==> src/core_defines.svh <==
`ifndef CORE_DEFINES_SVH
`define CORE_DEFINES_SVH

// datapath and register index widths
`define XLEN 32
`define REG_ADDR_W 5
`define NUM_REGS 32

`define RESET_PC 32'h0000_0000
// all-zero word, decodes to no known opcode
`define NOP_INSN 32'h0000_0000
`define INSN_BYTES 32'd4
`define WE_FULL 4'b1111

`endif

==> src/rv_isa_pkg.sv <==
package rv_isa_pkg;

  // major opcodes of the supported RV32I subset
  typedef enum logic [6:0] {
    OP_LOAD   = 7'b000_0011,
    OP_STORE  = 7'b010_0011,
    OP_BRANCH = 7'b110_0011,
    OP_JALR   = 7'b110_0111,
    OP_JAL    = 7'b110_1111,
    OP_IMM    = 7'b001_0011,
    OP_REG    = 7'b011_0011,
    OP_LUI    = 7'b011_0111,
    OP_AUIPC  = 7'b001_0111,
    OP_SYSTEM = 7'b111_0011
  } opcode_e;

  typedef enum logic [2:0] {
    BR_EQ  = 3'b000,
    BR_NE  = 3'b001,
    BR_LT  = 3'b100,
    BR_GE  = 3'b101,
    BR_LTU = 3'b110,
    BR_GEU = 3'b111
  } branch_f3_e;

  // shared by reg-reg and reg-imm forms
  typedef enum logic [2:0] {
    F3_ADD  = 3'b000,
    F3_SLL  = 3'b001,
    F3_SLT  = 3'b010,
    F3_SLTU = 3'b011,
    F3_XOR  = 3'b100,
    F3_SR   = 3'b101,
    F3_OR   = 3'b110,
    F3_AND  = 3'b111
  } alu_f3_e;

  // funct7[5], picks sub and sra/srai
  localparam int alu_alt_bit = 30;

endpackage

==> src/core_pipe_pkg.sv <==
`include "core_defines.svh"

package core_pipe_pkg;

  typedef struct packed {
    logic             valid;
    logic [`XLEN-1:0] pc;
    logic [`XLEN-1:0] insn;
  } decode_stage_t;

  // rd is zero for instructions that write no register
  typedef struct packed {
    logic                   valid;
    logic [`XLEN-1:0]       pc;
    logic [`XLEN-1:0]       insn;
    logic [`XLEN-1:0]       rs1_data;
    logic [`XLEN-1:0]       rs2_data;
    logic [`REG_ADDR_W-1:0] rd;
  } execute_stage_t;

  typedef struct packed {
    logic                   valid;
    logic [`XLEN-1:0]       pc;
    logic [`XLEN-1:0]       insn;
    logic [`XLEN-1:0]       alu_out;
    logic [`XLEN-1:0]       store_data;
    logic [`REG_ADDR_W-1:0] rd;
    logic                   reg_we;
    logic                   is_load;
    logic                   is_store;
    logic                   halt;
  } memory_stage_t;

  typedef struct packed {
    logic                   valid;
    logic [`XLEN-1:0]       pc;
    logic [`XLEN-1:0]       insn;
    logic [`XLEN-1:0]       result;
    logic [`REG_ADDR_W-1:0] rd;
    logic                   reg_we;
    logic                   halt;
  } writeback_stage_t;

  typedef struct packed {
    logic [`XLEN-1:0] addr;
    logic [`XLEN-1:0] wdata;
    logic [3:0]       we;
  } dmem_req_t;

  typedef struct packed {
    logic             valid;
    logic [`XLEN-1:0] pc;
    logic [`XLEN-1:0] insn;
  } trace_t;

  // where an operand value comes from
  typedef enum logic [1:0] {
    BYP_RF  = 2'd0,
    BYP_MEM = 2'd1,
    BYP_WB  = 2'd2
  } bypass_e;

endpackage

==> src/stage_reg.sv <==
`timescale 1ns/10ps
`include "core_defines.svh"

module stage_reg
  import core_pipe_pkg::*;
#(
  parameter type payload_t = decode_stage_t
) (
  input  logic     clk,
  input  logic     rst,
  input  logic     hold,
  input  logic     flush,
  input  payload_t d,
  output payload_t q
);

  // all-zero payload has valid low, so it is a bubble
  always_ff @(posedge clk) begin
    if (rst || flush) begin
      q <= '0;
    end else if (!hold) begin
      q <= d;
    end
  end

endmodule

==> src/reg_file.sv <==
`timescale 1ns/10ps
`include "core_defines.svh"

module reg_file (
  input  logic                   clk,
  input  logic                   rst,
  input  logic [`REG_ADDR_W-1:0] rs1,
  input  logic [`REG_ADDR_W-1:0] rs2,
  output logic [`XLEN-1:0]       rs1_data,
  output logic [`XLEN-1:0]       rs2_data,
  input  logic                   we,
  input  logic [`REG_ADDR_W-1:0] rd,
  input  logic [`XLEN-1:0]       rd_data
);

  logic [`XLEN-1:0] regs [`NUM_REGS];

  assign rs1_data = regs[rs1];
  assign rs2_data = regs[rs2];

  // x0 is cleared by reset and never written afterwards
  always_ff @(posedge clk) begin
    if (rst) begin
      for (int i = 0; i < `NUM_REGS; i++) begin
        regs[i] <= '0;
      end
    end else if (we && (rd != '0)) begin
      regs[rd] <= rd_data;
    end
  end

endmodule

==> src/hazard_unit.sv <==
`timescale 1ns/10ps
`include "core_defines.svh"

module hazard_unit
  import rv_isa_pkg::*, core_pipe_pkg::*;
(
  input  logic [`XLEN-1:0] d_insn,
  input  execute_stage_t   x_stage,
  input  memory_stage_t    m_stage,
  input  writeback_stage_t w_stage,
  input  logic [`XLEN-1:0] d_rf_rs1,
  input  logic [`XLEN-1:0] d_rf_rs2,
  output logic [`XLEN-1:0] d_rs1_val,
  output logic [`XLEN-1:0] d_rs2_val,
  output logic [`XLEN-1:0] x_rs1_val,
  output logic [`XLEN-1:0] x_rs2_val,
  output logic             load_use_stall
);

  // youngest producer wins, x0 is never forwarded
  function automatic bypass_e source(input logic [`REG_ADDR_W-1:0] rs,
                                     input logic m_we, input logic [`REG_ADDR_W-1:0] m_rd,
                                     input logic w_we, input logic [`REG_ADDR_W-1:0] w_rd);
    if (rs == '0) return BYP_RF;
    if (m_we && (m_rd == rs)) return BYP_MEM;
    if (w_we && (w_rd == rs)) return BYP_WB;
    return BYP_RF;
  endfunction

  function automatic logic [`XLEN-1:0] pick(input bypass_e sel, input logic [`XLEN-1:0] rf_val);
    case (sel)
      BYP_MEM: return m_stage.alu_out;
      BYP_WB:  return w_stage.result;
      default: return rf_val;
    endcase
  endfunction

  logic [`REG_ADDR_W-1:0] d_rs1, d_rs2, x_rs1, x_rs2;
  bypass_e                d_rs1_src, d_rs2_src, x_rs1_src, x_rs2_src;
  opcode_e                d_op, x_op;
  logic                   d_reads_rs1, d_reads_rs2;

  assign d_rs1 = d_insn[19:15];
  assign d_rs2 = d_insn[24:20];
  assign x_rs1 = x_stage.insn[19:15];
  assign x_rs2 = x_stage.insn[24:20];

  // decode only sees writeback, the register file write lands at the next edge
  assign d_rs1_src = source(d_rs1, 1'b0, '0, w_stage.reg_we, w_stage.rd);
  assign d_rs2_src = source(d_rs2, 1'b0, '0, w_stage.reg_we, w_stage.rd);
  assign x_rs1_src = source(x_rs1, m_stage.reg_we, m_stage.rd, w_stage.reg_we, w_stage.rd);
  assign x_rs2_src = source(x_rs2, m_stage.reg_we, m_stage.rd, w_stage.reg_we, w_stage.rd);

  assign d_rs1_val = pick(d_rs1_src, d_rf_rs1);
  assign d_rs2_val = pick(d_rs2_src, d_rf_rs2);
  assign x_rs1_val = pick(x_rs1_src, x_stage.rs1_data);
  assign x_rs2_val = pick(x_rs2_src, x_stage.rs2_data);

  assign d_op        = opcode_e'(d_insn[6:0]);
  assign x_op        = opcode_e'(x_stage.insn[6:0]);
  assign d_reads_rs1 = d_op inside {OP_REG, OP_IMM, OP_LOAD, OP_STORE, OP_BRANCH, OP_JALR};
  assign d_reads_rs2 = d_op inside {OP_REG, OP_STORE, OP_BRANCH};

  // load data only exists in memory, so a direct consumer waits one cycle
  assign load_use_stall = x_stage.valid && (x_op == OP_LOAD) && (x_stage.rd != '0) &&
                          ((d_reads_rs1 && (x_stage.rd == d_rs1)) ||
                           (d_reads_rs2 && (x_stage.rd == d_rs2)));

endmodule

==> src/execute_unit.sv <==
`timescale 1ns/10ps
`include "core_defines.svh"

module execute_unit
  import rv_isa_pkg::*, core_pipe_pkg::*;
(
  input  execute_stage_t   x_stage,
  input  logic [`XLEN-1:0] rs1_val,
  input  logic [`XLEN-1:0] rs2_val,
  output memory_stage_t    m_next,
  output logic             redirect,
  output logic [`XLEN-1:0] redirect_pc
);

  logic [`XLEN-1:0] insn;
  opcode_e          opcode;
  logic [2:0]       funct3;
  logic             alt;
  logic [`XLEN-1:0] imm_i, imm_s, imm_b, imm_j, imm_u;
  logic [`XLEN-1:0] op_b, alu_res, sra_res, link, jalr_sum, result;
  logic             is_sub, cond, taken;

  assign insn   = x_stage.insn;
  assign opcode = opcode_e'(insn[6:0]);
  assign funct3 = insn[14:12];
  assign alt    = insn[alu_alt_bit];

  assign imm_i = {{20{insn[31]}}, insn[31:20]};
  assign imm_s = {{20{insn[31]}}, insn[31:25], insn[11:7]};
  assign imm_b = {{20{insn[31]}}, insn[7], insn[30:25], insn[11:8], 1'b0};
  assign imm_j = {{12{insn[31]}}, insn[19:12], insn[20], insn[30:21], 1'b0};
  assign imm_u = {insn[31:12], 12'b0};

  // sub only exists in the reg-reg form, srai reuses the same alt bit
  assign op_b    = (opcode == OP_REG) ? rs2_val : imm_i;
  assign is_sub  = (opcode == OP_REG) && alt;
  assign sra_res = $signed(rs1_val) >>> op_b[4:0];

  always_comb begin
    case (alu_f3_e'(funct3))
      F3_ADD:  alu_res = is_sub ? rs1_val - op_b : rs1_val + op_b;
      F3_SLL:  alu_res = rs1_val << op_b[4:0];
      F3_SLT:  alu_res = {{(`XLEN-1){1'b0}}, $signed(rs1_val) < $signed(op_b)};
      F3_SLTU: alu_res = {{(`XLEN-1){1'b0}}, rs1_val < op_b};
      F3_XOR:  alu_res = rs1_val ^ op_b;
      F3_SR:   alu_res = alt ? sra_res : rs1_val >> op_b[4:0];
      F3_OR:   alu_res = rs1_val | op_b;
      F3_AND:  alu_res = rs1_val & op_b;
      default: alu_res = '0;
    endcase
  end

  always_comb begin
    case (branch_f3_e'(funct3))
      BR_EQ:   cond = rs1_val == rs2_val;
      BR_NE:   cond = rs1_val != rs2_val;
      BR_LT:   cond = $signed(rs1_val) < $signed(rs2_val);
      BR_GE:   cond = $signed(rs1_val) >= $signed(rs2_val);
      BR_LTU:  cond = rs1_val < rs2_val;
      BR_GEU:  cond = rs1_val >= rs2_val;
      default: cond = 1'b0;
    endcase
  end

  assign link     = x_stage.pc + `INSN_BYTES;
  assign jalr_sum = rs1_val + imm_i;

  // loads and stores leave their address in alu_out
  always_comb begin
    result      = alu_res;
    taken       = 1'b0;
    redirect_pc = x_stage.pc + imm_b;
    case (opcode)
      OP_LUI:    result = imm_u;
      OP_AUIPC:  result = x_stage.pc + imm_u;
      OP_LOAD:   result = jalr_sum;
      OP_STORE:  result = rs1_val + imm_s;
      OP_BRANCH: taken = cond;
      OP_JAL: begin
        result      = link;
        taken       = 1'b1;
        redirect_pc = x_stage.pc + imm_j;
      end
      OP_JALR: begin
        result      = link;
        taken       = 1'b1;
        redirect_pc = {jalr_sum[`XLEN-1:1], 1'b0};
      end
      default: ;
    endcase
  end

  assign redirect = x_stage.valid && taken;

  assign m_next = '{
    valid:      x_stage.valid,
    pc:         x_stage.pc,
    insn:       insn,
    alu_out:    result,
    store_data: rs2_val,
    rd:         x_stage.rd,
    reg_we:     x_stage.valid && (x_stage.rd != '0),
    is_load:    x_stage.valid && (opcode == OP_LOAD),
    is_store:   x_stage.valid && (opcode == OP_STORE),
    halt:       x_stage.valid && (opcode == OP_SYSTEM) && (insn[31:7] == '0)
  };

endmodule

==> src/rv_core.sv <==
`timescale 1ns/10ps
`include "core_defines.svh"

module rv_core
  import rv_isa_pkg::*, core_pipe_pkg::*;
(
  input  logic             clk,
  input  logic             rst,
  output logic [`XLEN-1:0] imem_addr,
  input  logic [`XLEN-1:0] imem_data,
  output dmem_req_t        dmem_req,
  input  logic [`XLEN-1:0] dmem_rdata,
  output logic             halt,
  output trace_t           trace
);

  logic [`XLEN-1:0] pc, redirect_pc;
  logic             redirect, load_use_stall, d_reg_we;
  logic [`XLEN-1:0] d_rf_rs1, d_rf_rs2, d_rs1_val, d_rs2_val, x_rs1_val, x_rs2_val;
  opcode_e          d_op;
  decode_stage_t    d_next, d_q;
  execute_stage_t   x_next, x_q;
  memory_stage_t    m_next, m_q;
  writeback_stage_t w_next, w_q;

  // fetch, a redirect from execute overrides the stall
  always_ff @(posedge clk) begin
    if (rst) begin
      pc <= `RESET_PC;
    end else if (redirect) begin
      pc <= redirect_pc;
    end else if (!load_use_stall) begin
      pc <= pc + `INSN_BYTES;
    end
  end

  assign imem_addr = pc;
  assign d_next    = '{valid: 1'b1, pc: pc, insn: imem_data};

  stage_reg #(.payload_t(decode_stage_t)) decode_reg (
    .clk(clk), .rst(rst), .hold(load_use_stall), .flush(redirect), .d(d_next), .q(d_q)
  );

  // decode, rd stays zero for instructions without a destination
  assign d_op     = opcode_e'(d_q.insn[6:0]);
  assign d_reg_we = d_op inside {OP_LOAD, OP_IMM, OP_REG, OP_LUI, OP_AUIPC, OP_JAL, OP_JALR};

  reg_file rf (
    .clk(clk), .rst(rst), .rs1(d_q.insn[19:15]), .rs2(d_q.insn[24:20]),
    .rs1_data(d_rf_rs1), .rs2_data(d_rf_rs2),
    .we(w_q.reg_we), .rd(w_q.rd), .rd_data(w_q.result)
  );

  hazard_unit hazards (
    .d_insn(d_q.valid ? d_q.insn : `NOP_INSN), .x_stage(x_q), .m_stage(m_q), .w_stage(w_q),
    .d_rf_rs1(d_rf_rs1), .d_rf_rs2(d_rf_rs2), .d_rs1_val(d_rs1_val), .d_rs2_val(d_rs2_val),
    .x_rs1_val(x_rs1_val), .x_rs2_val(x_rs2_val), .load_use_stall(load_use_stall)
  );

  assign x_next = '{
    valid:    d_q.valid,
    pc:       d_q.pc,
    insn:     d_q.insn,
    rs1_data: d_rs1_val,
    rs2_data: d_rs2_val,
    rd:       d_reg_we ? d_q.insn[11:7] : '0
  };

  // a stall sends a bubble into execute while decode holds
  stage_reg #(.payload_t(execute_stage_t)) execute_reg (
    .clk(clk), .rst(rst), .hold(1'b0), .flush(redirect || load_use_stall),
    .d(x_next), .q(x_q)
  );

  execute_unit alu (
    .x_stage(x_q), .rs1_val(x_rs1_val), .rs2_val(x_rs2_val),
    .m_next(m_next), .redirect(redirect), .redirect_pc(redirect_pc)
  );

  stage_reg #(.payload_t(memory_stage_t)) memory_reg (
    .clk(clk), .rst(rst), .hold(1'b0), .flush(1'b0), .d(m_next), .q(m_q)
  );

  // memory stage, word accesses only
  assign dmem_req = '{
    addr:  m_q.alu_out,
    wdata: m_q.store_data,
    we:    m_q.is_store ? `WE_FULL : 4'b0000
  };

  assign w_next = '{
    valid:  m_q.valid,
    pc:     m_q.pc,
    insn:   m_q.insn,
    result: m_q.is_load ? dmem_rdata : m_q.alu_out,
    rd:     m_q.rd,
    reg_we: m_q.reg_we,
    halt:   m_q.halt
  };

  stage_reg #(.payload_t(writeback_stage_t)) writeback_reg (
    .clk(clk), .rst(rst), .hold(1'b0), .flush(1'b0), .d(w_next), .q(w_q)
  );

  assign halt  = w_q.halt;
  assign trace = '{valid: w_q.valid, pc: w_q.pc, insn: w_q.insn};

endmodule

==> config.mk <==
export PLATFORM = sky130hd
export DESIGN_NAME = rv_core
export DESIGN_NICKNAME = d
export VERILOG_FILES = /design/src/rv_isa_pkg.sv /design/src/core_pipe_pkg.sv /design/src/stage_reg.sv /design/src/reg_file.sv /design/src/hazard_unit.sv /design/src/execute_unit.sv /design/src/rv_core.sv
export VERILOG_INCLUDE_DIRS = /design/src
export SDC_FILE = /design/constraint.sdc
export NUM_CORES = 2
export LEC_CHECK = 0
export BUFFER_PORTS_ARGS = -buffer_cell sky130_fd_sc_hd__buf_2
export CORE_ASPECT_RATIO = 1.2
export CORE_MARGIN = 2
export CORE_UTILIZATION = 41
export DETAILED_ROUTE_END_ITERATION = 8
export SETUP_SLACK_MARGIN = 0.2
export SLEW_MARGIN = 30
export SYNTH_ARGS = -nofsm -noshare
export SYNTH_HDL_FRONTEND = slang
export SYNTH_SLANG_ARGS = --single-unit
export TNS_END_PERCENT = 30
==> constraint.sdc <==
create_clock -name clk -period 7.6 [get_ports clk]
set_clock_uncertainty 0.2 [all_clocks]
set_input_delay 1.52 -clock clk [delete_from_list [all_inputs] [get_ports clk]]
set_output_delay 1.52 -clock clk [all_outputs]
set_load 0.02 [all_outputs]
* Word level (Yosys, flattened, before mapping)
Memory sizes are Yosys's and may differ from the RTL's. A register that Yosys moved wholly into a read port is not among the register bits.
Cells that the tools add are included.
** Storage, ports and cells
- Bits in writable memories :: 1024
- Bits in registers :: 473
- Output and inout port bits :: 166
- Memories kept :: 1
- Input port bits :: 66
- Logic and storage cells :: 201
** Memories
- rf.regs :: words 32, width 32, rd ports 2, clocked after Yosys merged registers in 2, wr ports 32, line reg_file.sv:16 : logic [`XLEN-1:0] regs [`NUM_REGS];
** Cells by class
- Reduce and logical (&&, ||, !) cells :: 36
- Equal/unequal tests :: 48
- $add $sub $neg :: 9
- Bitwise operators :: 4
- $lt $le $gt $ge :: 6
- Shift-type cells :: 3
- Multiplexer cells :: 67
** Operator list (count)
- $pmux 32 s2 :: 5
- $pmux 32 s8 :: 1
- $mux 32 :: 7
- $add 32x32->32 :: 6
- $pmux 32 s5 :: 1
- $lt 32x32->1 :: 4
- $add 32x3->32 const B :: 2
- $ge 32x32->1 :: 2
- $eq 7x7->1 const B :: 8
- $eq 7x6->1 const B :: 7
- $eq 5x5->1 :: 8
- $mux 2 :: 20
- $and 32x32->32 :: 1
- $eq 32x32->1 :: 1
- $ne 32x32->1 :: 1
- $or 32x32->32 :: 1
- $reduce_or 32->1 :: 1
- $shl 32x5->32 :: 1
- $shr 32x5->32 :: 1
- $sshr 32x5->32 :: 1
- $sub 32x32->32 :: 1
- $xor 32x32->32 :: 1
- $eq 7x5->1 const B :: 4
- $logic_not 25->1 :: 1
- other kinds (23) :: 87

* Logic depth before layout (Yosys ltp)
- Depth after elaboration :: 18
- Depth in mapped cells :: 27
- Gate-level depth less buffers :: 23

* Modules after synthesis
Synthesis repeated with hierarchy kept, for this count alone.
** Unflattened totals
- Cell total of the unflattened synthesis :: 9439
- Area total of the unflattened synthesis :: 95127.5 µm²
** By module, submodules not included
- reg_file :: cells an instance 4605, seq. area each 30749.5 µm², area each 55896.1 µm², instances 1
- execute_unit :: cells an instance 2720, seq. area each 0.0 µm², area each 18223.7 µm², instances 1
- stage_reg at memory_reg :: cells an instance 446, seq. area each 2762.6 µm², area each 5034.8 µm², instances 1
- stage_reg at execute_reg :: cells an instance 433, seq. area each 2682.6 µm², area each 4770.8 µm², instances 1
- stage_reg at writeback_reg :: cells an instance 337, seq. area each 2082.0 µm², area each 3722.3 µm², instances 1
- hazard_unit :: cells an instance 379, seq. area each 0.0 µm², area each 2631.3 µm², instances 1
- rv_core :: cells an instance 309, seq. area each 640.6 µm², area each 2509.9 µm², instances 1
- stage_reg at decode_reg :: cells an instance 210, seq. area each 1301.2 µm², area each 2338.5 µm², instances 1

* Worst setup path after synthesis
OpenSTA, ideal clock, no wires.
- Kind :: register -> register
- From :: reg writeback_reg.q[5] in the netlist's numbering
- To :: reg memory_reg.q[72] in the netlist's numbering
- Period minus slack after synthesis :: 5.976 ns
- Library setup time :: 0.129 ns
- Arrival time :: 5.646 ns
- Buffers on the path :: 7
- Stages on the path, launching flop included :: 27
- Required time :: 7.271 ns
- Slack :: 1.624 ns
- Path through :: dfxtp_1 > clkbuf_1 > clkbuf_1 > xor2_1 > nor3_1 > nand3_1 > or3_1 > ha_1 > buf_2 > nor2b_1 > a2111o_1 > and2_1 > buf_6 > buf_2 > buf_1 > buf_2 > ha_1 > nor2b_1 > o21ai_0 > a21oi_1 > nor4_1 > o41ai_1 > nand4_1 > a2111oi_0 > a311o_1 > o32a_1 > a31oi_1
** On the way
- Word-level cells in the longest chain between the ends :: 15
- Elaborated cells between the ends (all ways) :: 39
- Classes of those cells :: 4 x add/sub; 6 x eq/ne; 3 x shift; 21 x mux; 3 x bitwise; 2 x reduce/logical
** Ends and longest elaborated chain
- start: declaration :: line stage_reg.sv:14 : output payload_t q
- start signal: assignment :: line stage_reg.sv:20 : q <= '0;
- start signal: assignment :: line stage_reg.sv:22 : q <= d;
- $eq 5x5->1 :: line hazard_unit.sv:26 : if (w_we && (w_rd == rs)) return BYP_WB;
- $logic_and 1x1->1 :: line hazard_unit.sv:26
- $mux 1 (2 in a row) :: line hazard_unit.sv:26
- $mux 1 :: line hazard_unit.sv:25 : if (m_we && (m_rd == rs)) return BYP_MEM;
- $mux 2 :: line hazard_unit.sv:27 : return BYP_RF;
- $mux 2 :: line hazard_unit.sv:26
- $mux 2 :: line hazard_unit.sv:25
- $eq 2x2->1 or $eq 2x1->1 (tied branches) :: line hazard_unit.sv:31 : case (sel)
- $pmux 32 s2 :: line hazard_unit.sv:31
- $mux 32 :: line execute_unit.sv:35 : assign op_b = (opcode == OP_REG) ? rs2_val : imm_i;
- $add 32x32->32 (tied with other cells) :: line execute_unit.sv:41 : F3_ADD: alu_res = is_sub ? rs1_val - op_b : rs1_val + op_b;
- $mux 32 (on tied branches) :: line execute_unit.sv:41, execute_unit.sv:46
- $pmux 32 s8 :: line execute_unit.sv:40 : case (alu_f3_e'(funct3))
- $pmux 32 s5 (*) :: line execute_unit.sv:73 : case (opcode)
- end signal: assignment :: line stage_reg.sv:20
- end signal: assignment :: line stage_reg.sv:22
- end: declaration :: line stage_reg.sv:14
Every way passes the cells marked *; elsewhere a longest branch is shown, timed or not. The select of a mux whose other input is x is not followed.
A chain may end at the register's enable or synchronous reset.

* Worst setup path in the final report
- From :: reg execute_reg.q[93] in the netlist's numbering
- To :: reg memory_reg.q[71] in the netlist's numbering
** On the way
- Word-level cells in the longest chain between the ends :: 15
- Elaborated cells between the ends (all ways) :: 34
- Classes of those cells :: 4 x add/sub; 4 x eq/ne; 3 x shift; 17 x mux; 3 x bitwise; 3 x reduce/logical
** Ends and longest elaborated chain (line)
- start: declaration :: stage_reg.sv:14
- start signal: assignment :: stage_reg.sv:20
- start signal: assignment :: stage_reg.sv:22
- $eq 5x5->1 :: hazard_unit.sv:26
- $logic_and 1x1->1 :: hazard_unit.sv:26
- $mux 1 (2 in a row) :: hazard_unit.sv:26
- $mux 1 :: hazard_unit.sv:25
- $mux 2 :: hazard_unit.sv:27
- $mux 2 :: hazard_unit.sv:26
- $mux 2 :: hazard_unit.sv:25
- $eq 2x2->1 or $eq 2x1->1 (tied branches) :: hazard_unit.sv:31
- $pmux 32 s2 :: hazard_unit.sv:31
- $mux 32 :: execute_unit.sv:35
- $add 32x32->32 (tied with other cells) :: execute_unit.sv:41
- $mux 32 (on tied branches) :: execute_unit.sv:41, execute_unit.sv:46
- $pmux 32 s8 :: execute_unit.sv:40
- $pmux 32 s5 (*) :: execute_unit.sv:73
Marked as above.

==> results.py <==
metrics = {
    "route": {
        "drcViolationCount": 0,
        "wl_per_cell_um": 33.38,
        "dr.first_iter.drc_count": 7894,
        "dr.pass1.iters": 6,
        "wirelength_um": 349100,
        "via_per_inst": 6.292,
        "drtAntennaViolNets": 0,
        "via_count": 65800,
    },
    "floorplanning": {
        "fp-row-count": 186,
        "start_util_pct": 41.21,
        "fp.dieH_um": 511.6,
        "die_area_um2": 218500,
        "core_area_um2": 213600,
        "io-pin-count": 232,
        "chipWidth_um": 427.0,
    },
    "global_route": {
        "grt_pass1_vias": 65160,
        "antenna_found_initial": 11,
        "overflow": 0,
        "busiest_layer": "met2",
        "grt_pass1_wl_um": 488900,
        "use_met2_pct": 52.21,
        "gr-usage-all-layers_pct": 31.46,
        "grt_max_degree": 172,
        "use_met3_pct": 5.056,
        "grtUsageMet1_pct": 38.34,
    },
    "yosys": {
        "synth_edf_count": 1024,
        "synth_top_family_by_area": "multiplexers",
        "synth-simple-area-share_pct": 15.05,
        "synth_top_area_share_pct": 34.93,
        "synth.area.mux_share_pct": 19.29,
        "yosysWarnings": 0,
        "synth_xor_area_share_pct": 1.741,
        "ys_types": 103,
        "netlist_area_um2": 88040,
        "synth_compound_area_share_pct": 10.07,
        "synth_flop_cell": "edfxtp_1",
        "synth.avg_cell_area_um2": 11.66,
        "synthArstFlopShare_pct": 0,
        "synth_fa_ha_area_share_pct": 3.263,
        "synth_cells": 7549,
        "ys_seq_elements": 1507,
        "ys_seq_area_share_pct": 45.91,
        "yosys.area.top_type": "edfxtp_1",
        "synth_area_leaders": "edfxtp_1, mux4_2, dfxtp_1",
    },
    "cts": {
        "numCtsBuffers": 159,
        "clock-root-buffer": "clkbuf_16",
        "clock-sinks": 1507,
        "path_clk_slew_ps": 60,
        "htreeDepth": 4,
        "clock_path_buffers": 3,
        "cts_tree": "done",
        "clk_latency_ps": 850,
        "post_cts_buffers": 0,
    },
    "finish": {
        "nets": 7795,
        "final_cell_mix": "and2_1, edfxtp_1, mux4_2, nor2_1, dfxtp_1",
        "final_common_cell": "and2_1",
        "final_cell_area_um2": 97810,
        "fin_cells": 10460,
        "drive_above_1_share_pct": 20.73,
        "syn2layout_area_growth_pct": 11.10,
    },
    "sta": {
        "worst_hold_slack_ps": 234.5,
        "setup_ws_ps": 349.2,
        "final_hold_viol_count": 0,
        "min_period_ps": 7251,
        "period_share_pct": 95.41,
        "tns_ps": 0,
        "drv_slew": 0,
        "fmax_mhz": 137.9,
        "worst_slew_pin_slew_ps": 1154,
        "rsz0062_at_grt": "true",
        "slew_headroom_pct": 23.04,
        "finalSetupViolCount": 0,
    },
    "placement": {
        "port-buffer-count": 231,
        "dpl_cell_area_um2": 92390,
        "dp_hpwl_um": 239900,
        "gp_congestion": 1.014,
        "dp.cells": 10160,
        "dp_slack_ps": 23.59,
    },
    "critical_path": {
        "crit_arrival_ps": 7740,
        "crit_buf_inv": 4,
        "required_ps": 8080,
        "regToRegSetupSlack_ps": 350,
        "crit_path_end_kind": "flop",
        "path_cells": "or4_1, nor3b_1, a21oi_1, or3_1, ha_1, buf_4, nor2b_1, nor4_4, nor2_2, inv_2, ha_1, inv_1, fa_1, a21o_1, a31o_2, a21oi_2, buf_4, nor2_1, a211oi_1, nor4b_1, o311ai_1, a211oi_1, o31ai_2, a31oi_1",
        "startpoint_type": "flop",
        "critPathMaxFanout": 30,
        "slowest_delay_ps": 700,
        "crit_family": "compound AO/OA/AOI/OAI gates",
        "worstSetupPathType": "flop to flop",
        "cpMaxStageDelayCell": "dfxtp_1",
    },
    "power": {
        "internal-power_w": 0.01477,
        "pwr-share-clk_pct": 39.3,
        "p_sw_share_pct": 27.96,
        "seq_power_share_pct": 45.4,
        "p_leak_nw": 35.88,
        "vdd_drop_max_mv": 0.2254,
        "p_comb_share_pct": 15.3,
        "p_sw_w": 0.005735,
        "powerDensity_nw_per_um2": 209.7,
    },
    "run_status": {
        "outcome": "finished, final reports clean",
    },
    "min_path": {
        "hp-class": "flop to flop",
    },
    "run": {
        "drv_cap": 0,
    },
}
## stage by stage
stage                     total power [W]  util [%]
after global routing              0.02103     45.77
final                             0.02051     45.78
after global placement            0.01252     43.21
after floorplan                   0.01124         -
after CTS                         0.02052     45.73
after detailed placement          0.01253     43.25
## power groups by stage
stage | clock network, W | logic, W | registers (W)
floorplan | 0 | 0.00190 | 0.00934
global placement | 0 | 0.00307 | 0.00945
detailed placement | 0 | 0.00306 | 0.00947
CTS | 0.00815 | 0.00307 | 0.00930
global route | 0.00843 | 0.00327 | 0.00933
finish | 0.00806 | 0.00315 | 0.00931
## logic make-up after synthesis
logic type / after synthesis
fa+ha+maj: 226
other cells: 1
flops: 1507
buf+inv: 922
simple gates: 2453
compound gates: 1375
xor+xnor: 175
mux: 890
## synth_stat cells, types with 73 or more instances
cell      count
clkbuf_1    488
dfxtp_1     483
mux2i_1     232
nor3_1      120
buf_1        78
a211oi_1     85
buf_2        73
nand3_1      86
xnor2_1     122
nand2_1     277
mux4_2      643
nor2b_1     153
buf_4       136
edfxtp_1   1024
ha_1        220
nor2_1      518
inv_1       134
a21oi_1     384
and2_1     1079
o21ai_0     333
## metal layers
| layer | wire length, um | vias to the layer above |
|---|---|---|
| li1 | - | 27890 |
| met1 | 129000 | 33380 |
| met2 | 168400 | 3578 |
| met3 | 26580 | 950 |
| met5 | 37 | - |
| met4 | 25120 | 6 |
## state kept, by name, indices dropped and copies added (netlist names), named ones only
signal           cells
memory_reg.q       138
imem_addr           32
writeback_reg.q    104
decode_reg.q        65
rf.regs           1024
execute_reg.q      134
## path summary, 6_finish.rpt
check	startpoint	end	cells past startpoint
min	memory_reg.q[122]$_SDFF_PP0_	writeback_reg.q[88]$_SDFF_PP0_	1
min reg2reg	memory_reg.q[122]$_SDFF_PP0_	writeback_reg.q[88]$_SDFF_PP0_	1
max	execute_reg.q[93]$_SDFF_PP0_	memory_reg.q[71]$_SDFF_PP0_	24
max reg2reg	execute_reg.q[93]$_SDFF_PP0_	memory_reg.q[71]$_SDFF_PP0_	24
## final cells by class
type	instances	area [um2]
fillers	19440	115800
multi-input cells	5151	44220
flip-flops and latches	1507	40460
clock buffers	214	4350
repair buffers	544	3746
well taps	2820	3528
clock inverters	71	953.4
inverters	140	526.8
diodes	10	25.02
## what timing repair did
| action | CTS | global route |
|---|---|---|
| gates resized for setup | 2 | 4 |
| hold buffers | 0 | 0 |
| endpoints found under the setup margin | 1 | 21 |
| pin swaps | 0 | 0 |
Power figures use the tool's default switching activity.
